===== src/hdl/fetch_pkg.sv =====
package fetch_pkg;

    // datapath and address width
    localparam int xlen = 32;

    // cache geometry with one word per line
    localparam int icache_index_w = 4;
    localparam int icache_lines = 1 << icache_index_w;
    localparam int icache_tag_w = xlen - icache_index_w - 2;

    localparam logic [xlen-1:0] reset_pc = '0;

    // icache controller states
    localparam logic [1:0] icache_idle = 2'd0;
    localparam logic [1:0] icache_lookup = 2'd1;
    localparam logic [1:0] icache_refill = 2'd2;

    // one fetch address seen flat or split into cache fields
    typedef union packed {
        logic [xlen-1:0] raw;
        struct packed {
            logic [icache_tag_w-1:0] tag;
            logic [icache_index_w-1:0] index;
            logic [1:0] offset;
        } f;
    } fetch_addr_u;

endpackage


===== src/hdl/fetch_if.sv =====
`timescale 1ns/1ps

// fetch request from pc_gen to icache
interface cache_req_if;
    import fetch_pkg::*;

    logic valid;
    fetch_addr_u addr;
    logic ready;
    // only meaningful in the ready cycle
    logic [xlen-1:0] data;

    modport requester (
        output valid,
        output addr,
        input ready,
        input data
    );

    modport responder (
        input valid,
        input addr,
        output ready,
        output data
    );
endinterface

// refill port toward instruction memory
interface imem_if;
    import fetch_pkg::*;

    logic valid;
    logic [xlen-1:0] addr;
    logic ready;
    logic [xlen-1:0] rdata;

    modport requester (
        output valid,
        output addr,
        input ready,
        input rdata
    );
endinterface


===== src/hdl/pc_gen.sv =====
`timescale 1ns/1ps

module pc_gen (
    input logic clk,
    input logic rst,
    input logic redirect_valid,
    input logic [fetch_pkg::xlen-1:0] redirect_pc,
    input logic stall,
    cache_req_if.requester req,
    output logic instr_valid,
    output logic [fetch_pkg::xlen-1:0] instr,
    output logic [fetch_pkg::xlen-1:0] instr_pc
);
    import fetch_pkg::*;

    // next fetch address
    fetch_addr_u pc;
    // address of the request in flight
    fetch_addr_u req_addr;
    logic busy;
    logic stale;
    logic launch;
    logic take;

    // new request only when the output slot is free or drains now
    assign launch = !busy && !redirect_valid && (!instr_valid || !stall);

    // word is kept unless a redirect made it stale
    assign take = busy && req.ready && !stale && !redirect_valid;

    assign req.valid = busy || launch;
    assign req.addr = busy ? req_addr : pc;

    always_ff @(posedge clk)
    begin
        if (rst)
        begin
            pc.raw <= reset_pc;
            busy <= 1'b0;
            stale <= 1'b0;
            instr_valid <= 1'b0;
        end
        else
        begin
            if (launch)
                busy <= 1'b1;
            else if (req.ready)
                busy <= 1'b0;

            // redirect with a request in flight
            if (busy && !req.ready && redirect_valid)
                stale <= 1'b1;
            else if (req.ready)
                stale <= 1'b0;

            if (redirect_valid)
                pc.raw <= redirect_pc;
            else if (take)
                pc.raw <= pc.raw + xlen'(4);

            if (redirect_valid)
                instr_valid <= 1'b0;
            else if (take)
                instr_valid <= 1'b1;
            else if (!stall)
                instr_valid <= 1'b0;
        end
    end

    always_ff @(posedge clk)
    begin
        if (launch)
            req_addr <= pc;
        if (take)
        begin
            instr <= req.data;
            instr_pc <= req_addr.raw;
        end
    end

    // held output survives until downstream takes it
    a_stall_hold: assert property (@(posedge clk) disable iff (rst)
        instr_valid && stall && !redirect_valid
        |=> instr_valid && $stable(instr) && $stable(instr_pc));

endmodule


===== src/hdl/icache.sv =====
`timescale 1ns/1ps

module icache (
    input logic clk,
    input logic rst,
    input logic flush,
    cache_req_if.responder cpu,
    imem_if.requester mem
);
    import fetch_pkg::*;

    logic [1:0] state;
    // captured request address
    fetch_addr_u addr_q;

    logic [xlen-1:0] data_mem [icache_lines];
    logic [icache_tag_w-1:0] tag_mem [icache_lines];
    logic [icache_lines-1:0] line_valid;

    // lookup right after a refill
    logic fill_done;
    logic flush_pend;
    logic mem_valid_q;

    logic tag_eq;
    logic hit;
    logic refill_wait;
    logic fill_write;
    logic flush_apply;

    assign tag_eq = tag_mem[addr_q.f.index] == addr_q.f.tag;

    // a freshly filled line answers even if a flush cleared its valid bit
    assign hit = (state == icache_lookup) && tag_eq
        && (line_valid[addr_q.f.index] || fill_done);

    assign cpu.ready = hit;
    assign cpu.data = data_mem[addr_q.f.index];

    // word aligned refill address
    assign mem.valid = mem_valid_q;
    assign mem.addr = {addr_q.raw[xlen-1:2], 2'b00};

    assign refill_wait = (state == icache_refill) && !mem.ready;
    assign fill_write = (state == icache_refill) && mem.ready;

    // flush waits for an open refill to land first
    assign flush_apply = (flush || flush_pend) && !refill_wait;

    always_ff @(posedge clk)
    begin
        if (rst)
        begin
            state <= icache_idle;
            mem_valid_q <= 1'b0;
            fill_done <= 1'b0;
        end
        else
        begin
            case (state)
                icache_idle:
                begin
                    if (cpu.valid)
                        state <= icache_lookup;
                end
                icache_lookup:
                begin
                    fill_done <= 1'b0;
                    if (hit)
                    begin
                        state <= icache_idle;
                    end
                    else
                    begin
                        state <= icache_refill;
                        mem_valid_q <= 1'b1;
                    end
                end
                icache_refill:
                begin
                    if (mem.ready)
                    begin
                        state <= icache_lookup;
                        mem_valid_q <= 1'b0;
                        fill_done <= 1'b1;
                    end
                end
                default:
                begin
                    state <= icache_idle;
                    mem_valid_q <= 1'b0;
                end
            endcase
        end
    end

    always_ff @(posedge clk)
    begin
        if (rst)
        begin
            line_valid <= '0;
            flush_pend <= 1'b0;
        end
        else
        begin
            flush_pend <= refill_wait && (flush || flush_pend);
            if (fill_write)
                line_valid[addr_q.f.index] <= 1'b1;
            // clear wins over the fill of the same edge
            if (flush_apply)
                line_valid <= '0;
        end
    end

    always_ff @(posedge clk)
    begin
        if (state == icache_idle && cpu.valid)
            addr_q <= cpu.addr;
        if (fill_write)
        begin
            data_mem[addr_q.f.index] <= mem.rdata;
            tag_mem[addr_q.f.index] <= addr_q.f.tag;
        end
    end

    a_mem_in_refill: assert property (@(posedge clk) disable iff (rst)
        mem.valid |-> state == icache_refill);

    a_mem_addr_hold: assert property (@(posedge clk) disable iff (rst)
        mem.valid && !mem.ready |=> mem.valid && $stable(mem.addr));

    // answers only go to a live request
    a_ready_needs_valid: assert property (@(posedge clk) disable iff (rst)
        cpu.ready |-> cpu.valid && cpu.addr == addr_q);

endmodule


===== src/hdl/instr_stage.sv =====
`timescale 1ns/1ps

module instr_stage (
    input logic clk,
    input logic rst,
    input logic redirect_valid,
    input logic [fetch_pkg::xlen-1:0] redirect_pc,
    input logic flush,
    input logic stall,
    output logic instr_valid,
    output logic [fetch_pkg::xlen-1:0] instr,
    output logic [fetch_pkg::xlen-1:0] instr_pc,
    output logic imem_valid,
    output logic [fetch_pkg::xlen-1:0] imem_addr,
    input logic imem_ready,
    input logic [fetch_pkg::xlen-1:0] imem_rdata
);

    cache_req_if fetch_req ();
    imem_if imem_bus ();

    pc_gen u_pc_gen (
        .clk (clk),
        .rst (rst),
        .redirect_valid (redirect_valid),
        .redirect_pc (redirect_pc),
        .stall (stall),
        .req (fetch_req.requester),
        .instr_valid (instr_valid),
        .instr (instr),
        .instr_pc (instr_pc)
    );

    icache u_icache (
        .clk (clk),
        .rst (rst),
        .flush (flush),
        .cpu (fetch_req.responder),
        .mem (imem_bus.requester)
    );

    // memory side out to plain ports
    assign imem_valid = imem_bus.valid;
    assign imem_addr = imem_bus.addr;
    assign imem_bus.ready = imem_ready;
    assign imem_bus.rdata = imem_rdata;

endmodule


===== config.mk =====
export PLATFORM = sky130hd
export DESIGN_NAME = instr_stage
export DESIGN_NICKNAME = d
export VERILOG_FILES = /design/src/hdl/fetch_pkg.sv /design/src/hdl/fetch_if.sv /design/src/hdl/pc_gen.sv /design/src/hdl/icache.sv /design/src/hdl/instr_stage.sv
export SDC_FILE = /design/constraint.sdc
export NUM_CORES = 1
export LEC_CHECK = 0
export ABC_CLOCK_PERIOD_IN_PS = 15210
export BUFFER_PORTS_ARGS = -buffer_cell sky130_fd_sc_hd__buf_2
export CAP_MARGIN = 20
export CORE_ASPECT_RATIO = 1.1
export CORE_MARGIN = 10
export CORE_UTILIZATION = 66
export DETAILED_ROUTE_END_ITERATION = 8
export PLACE_DENSITY = 0.84
export SLEW_MARGIN = 20
export SYNTH_ARGS = -nofsm -noshare
export SYNTH_HDL_FRONTEND = slang
export SYNTH_SLANG_ARGS = --single-unit

===== constraint.sdc =====
create_clock -name clk -period 15.21 [get_ports clk]
set_input_delay 1.521 -clock clk [delete_from_list [all_inputs] [get_ports clk]]
set_output_delay 1.521 -clock clk [all_outputs]
set_load 0.03 [all_outputs]

==> Word level (Yosys, flattened, before mapping) <==
Memory sizes are Yosys's and may differ from the RTL's. A register that Yosys moved wholly into a read port is not among the register bits.
Index checks and enable logic that the tools add are counted.
{ "word_totals": {"regBits": 152, "mem_bits_rw": 928, "inputBits": 70, "output_inout_bits": 98, "word_cells": 87, "n_memories": 2} }
{ "op_classes": {"n_addsub": 1, "n_lt_le_gt_ge": 2, "eq_ne": 7, "mux": 24, "n_bitwise": 2, "reduce_logical": 37} }
{ "memory_table": {"columns": ["memory", "words", "width", "read_ports", "rd_ports_with_merged_regs", "wr", "line_no", "source"], "rows": [
  ["u_icache.data_mem", 16, 32, 1, 1, 1, "icache.sv:16", "logic [xlen-1:0] data_mem [icache_lines];"],
  ["u_icache.tag_mem", 16, 26, 1, 1, 1, "icache.sv:17", "logic [icache_tag_w-1:0] tag_mem [icache_lines];"]
]} }
{ "op_table": {"columns": ["operator", "count"], "rows": [
  ["2-to-1 mux 32 bit", 3],
  ["adder 32 x 3 -> 32 bit (second input constant)", 1],
  ["equality test 26 bit", 1],
  ["OR 16 bit", 1],
  ["logical AND 1 bit", 15],
  ["2-to-1 mux 1 bit", 12],
  ["logical NOT 1 bit", 8],
  ["nonzero test 2 bit", 4],
  ["2-to-1 mux 2 bit", 3],
  ["one-hot mux 2 bit (3 select lines)", 1],
  ["less-than comparator 4 x 5 -> 1 bit (second input constant)", 1],
  ["binary-select mux 1 bit (select 4 bit)", 1],
  ["demux 1 bit (select 4 bit)", 1],
  [">= comparator 4 x 1 -> 1 bit (second input constant)", 1],
  ["logical OR 1 bit", 4],
  ["2-to-1 mux 4 bit", 1],
  ["!= test 2 x 1 -> 1 bit (second input constant)", 2],
  ["!= test 2 bit (second input constant)", 2],
  ["AND reduction 2 bit", 2],
  ["OR reduction 2 bit", 2],
  ["one-hot mux 1 bit (3 select lines)", 1],
  ["AND reduction 3 bit", 1],
  ["equality test 2 x 1 -> 1 bit (second input constant)", 1],
  ["equality test 2 bit (second input constant)", 1],
  ["other kinds (3)", 3]
]} }

==> Depth between registers and ports, before layout <==
{ "depth": {"depth_word": 9, "mapped_depth": 14, "mapped_depth_nobuf": 8} }

==> By module <==
From an unflattened synthesis, not the netlist that was laid out.
{ "hier_totals": {"hier_cells": 1938, "area_unflattened_um2": 42831.1} }
{ "by_module_without_submodules": {"columns": ["module", "instances", "cells_each", "area_per_inst_um2", "seq_area_each_um2"], "rows": [
  ["icache", 1, 1556, 37516.0, 29268.1],
  ["pc_gen", 1, 382, 5315.1, 3583.4]
]} }

==> Least setup slack after synthesis <==
No wires, ideal clock.
{ "synth_timing": {"path_type": "input to register", "startpoint": "input imem_ready", "endpoint": "memory u_icache.data_mem[0][0], enable pin", "setup_time_ns": 0.548, "arrival_ns": 5.980, "required_ns": 14.662, "setup_slack_ns": 8.682, "stages": 3, "n_path_buf": 0, "path_cell_list": "nand3_1 > or3_1 > nor3_1"} }
{ "synth_between": {"elab_chain_cells": 3} }
{ "synth_rtl": {"columns": ["item", "line_no", "source"], "rows": [
  ["start, declared", "instr_stage.sv:15", "input logic imem_ready,"],
  ["logical AND 1 bit", "icache.sv:45", "assign fill_write = (state == icache_refill) && mem.ready;"],
  ["2-to-1 mux 1 bit", "icache.sv:119", "if (fill_write)"],
  ["2-to-1 mux 1 bit (not written as such)", "icache.sv:121", "data_mem[addr_q.f.index] <= mem.rdata;"],
  ["end, declared", "icache.sv:16", null]
]} }
No other way between the ends.

==> summary.txt <==
Logic synthesis
  • Synth cell types: 72
  • Synth Area in Compound Gates: 2.79%
  • FFs w/ async S/R, synth: 0%
  • Yosys reg bits: 1114
  • Synth Area in Adders: 0.0289%
  • Syn_area_per_cell: 20.9 µm²
  • Top_reg_cell synth: edfxtp_1
  • Sequential area share after synthesis: 75.9%
  • Largest family of logic cells by synthesized area: multiplexers
  • Mapped cell area: 43300 µm²
  • Synth Area in Simple Gates: 3.54%
  • Number of synthesized flops with an enable pin: 1054
  • Synth warnings: 0
  • Xor/xnor share of the synthesized area: 0.648%
  • Post-synthesis mux area share: 15.6%
  • Post-synthesis cell count: 2070

Routing
  • Starting DRT DRC Count: 3696
  • Drt wl/cell: 34.6 µm
  • Vias per cell: 7.24
  • WL final: 111000 µm
  • Wire length on met3: 12100 µm
  • Routed met1 length: 37900 µm
  • Via count: 23.2k
  • Met2 wire len: 56200 µm
  • Max Used Layer: met5
  • Final ANT Viol Nets: 0
  • DRT Pass-1 Iters: 6
  • Post-route DRC: 0

Cells and area
  • Layout area overhead: 11.9%
  • Most common cell after layout, fill and taps aside: edfxtp_1
  • Finished Cell Area: 48400 µm²
  • FILL cells: 3285
  • Commonest cells after routing, fill and taps aside: edfxtp_1 (1054), mux4_2 (249), buf_2 (165), clkbuf_16 (102), mux2i_1 (69)
  • Share of layout cells above drive strength 1: 28.6%
  • Nets: 2342

Clock network
  • Clock tree sinks: 1114
  • Post_cts resized: 0
  • Worst-path clk slew: 0.06 ns
  • Root cell of the clock tree: clkbuf_16
  • TritonCTS clock tree: built
  • Total CTS buffers: 100
  • Htree depth: 3
  • Setup Buffers After CTS: 0
  • CTS max path bufs: 3
  • Skew-Pair Late Insertion Delay: 0.67 ns
  • CTS Hold Bufs: 0

Critical path
  • Max incr delay on CP: 0.77 ns
  • WP data arrival: 6.35 ns
  • Crit path kind: flip-flop to flip-flop
  • Crit path capture type: flip-flop
  • CP top delay family: buffers and inverters
  • Startpoint types: flip-flop
  • Crit path top cell by count: buf_4
  • WP data required: 15.53 ns
  • CP bufs+invs: 4
  • Crit path cell chain: buf_4 -> buf_4 -> mux4_2 -> mux2i_1 -> xnor2_1 -> nor4_1 -> o21bai_1 -> nor2b_1 -> and3_1 -> and3_4 -> buf_4 -> buf_16
  • Crit-path max FO: 42
  • Worst path slowest cell: nor4_1

STA
  • Achievable frequency: 166 MHz
  • Final period utilization: 39.6%
  • Worst Clk Skew: 0.0370 ns
  • Final setup TNS: 0 ns
  • Final Hold Viols: 0
  • Worst Max-Slew Pin Slew: 1.07 ns
  • Final Setup Violations: 0
  • RSZ-0062 raised after global routing: no
  • Slew Limit Fails: 0
  • Min Tclk post-route: 6.03 ns
  • Worst slew margin: 28.4%

Die
  • Die Area: 76200 µm²
  • Die span in y: 289 µm
  • Initial core utilization: 66.6%
  • Core Box Area: 65000 µm²
  • Die W: 264 µm
  • Site Rows: 98
  • IO Pins: 168

Global route
  • Initial antenna violation count: 3
  • First-pass GRT wire length: 161000 µm
  • Vias in the first global route: 23.7k
  • Grt total ovfl: 0
  • Pin count of the biggest net entering global routing: 139
  • GRT Util Overall: 28.9%

Job
  • Number of max-cap violations: 0

Placed design
  • I/O Buffers: 165
  • HPWL after DPL: 55700 µm
  • Dpl cell area: 45200 µm²
  • GPL Wtd Cong: 0.825

Min path
  • HP Class: flip-flop to flip-flop

Power and ir drop
  • Peak supply drop: 106 µV
  • Pwr/cell area: 140 nW/µm²
  • Leak Pwr: 15.6 nW

Outcome
  • Status: completed
final timing paths:
path | startpoint | cells past startpoint | end | slack [ns]
min reg2reg | u_pc_gen.req_addr[0] | 0 | u_pc_gen.instr_pc[0] | 0.43
min | u_pc_gen.req_addr[0] | 0 | u_pc_gen.instr_pc[0] | 0.43
max | flip-flop | 12 | u_pc_gen.instr[18] | 9.18
max reg2reg | flip-flop | 12 | u_pc_gen.instr[18] | 9.18
synthesized netlist by cell type, types with 22 or more instances:
library cell / count / share of area [%]
dfxtp_1: 60 / 2.8
buf_1: 22 / 0.19
edfxtp_1: 1054 / 73
inv_1: 22 / 0.19
nand4_1: 25 / 0.36
nor2_1: 59 / 0.51
nor3_1: 30 / 0.35
nand2_1: 35 / 0.30
mux2i_1: 69 / 1.6
clkbuf_1: 57 / 0.49
mux2_2: 32 / 0.83
mux4_2: 249 / 13
cell families (layout without fill, tap and decap cells):
group / Yosys count / count (layout)
DFF: 1114 / 1114
buffers and inverters: 138 / 419
other: 1 / 3
and+or+nand+nor: 275 / 275
xor gates and xnor gates: 32 / 32
AOI/OAI and AO/OA: 156 / 156
muxes: 353 / 353
adders and majority gates: 1 / 1
cell type report:
cell class,instances,area [µm²],share of cell area (%)
multi-input combinational,819,9920,20.5
antenna,1,2.50,0.00517
sequential,1114,32900,67.9
inverter,22,82.6,0.171
timing repair buffer,214,1300,2.69
tap,850,1060,2.20
clock inverter,58,520,1.08
clock buffer,125,2660,5.49
report_power, final:
part / internal [W] / leakage, nW / switching (W)
clock network: 0.00136 / 1.56 / 0.00112
registers: 0.00344 / 10.0 / 0.0000879
logic: 0.000326 / 4.01 / 0.000438
per-layer routing:
| metal | vias up | track usage (%) |
|---|---|---|
| li1 | 9049 | - |
| met1 | 11700 | 37.2 |
| met2 | 2054 | 48.2 |
| met3 | 338 | 6.07 |
| met4 | 2 | 11.6 |
| met5 | - | 0 |
stage by stage:
step           instances  utilization [%]  total power [W]  setup slack, ns  hold slack [ns]
2_1_floorplan       2071                -          0.00408             8.68            0.400
3_3_place_gp        3013             69.4          0.00428             9.47            0.402
3_5_place_dp        3016             69.5          0.00431             9.26            0.412
4_1_cts             3199             74.4          0.00676             9.11            0.432
5_1_grt             3203             74.5          0.00692             9.01            0.445
6_report            3203             74.5          0.00677             9.18            0.431
flip-flops by register name (all words and copies together) (netlist names), named ones only:
| signal | cells |
|---|---|
| u_icache.mem.valid | 1 |
| u_icache.fill_done | 1 |
| u_pc_gen.busy | 1 |
| u_pc_gen.instr_valid | 1 |
| u_icache.addr_q | 30 |
| u_pc_gen.req_addr | 32 |
| u_icache.tag_mem | 416 |
| u_icache.state | 2 |
| u_pc_gen.instr_pc | 32 |
| u_icache.data_mem | 512 |
| u_icache.flush_pend | 1 |
| u_pc_gen.pc | 32 |
| u_pc_gen.stale | 1 |
| u_pc_gen.instr | 32 |
| u_icache.line_valid | 16 |
Power figures use the tool's default switching activity.
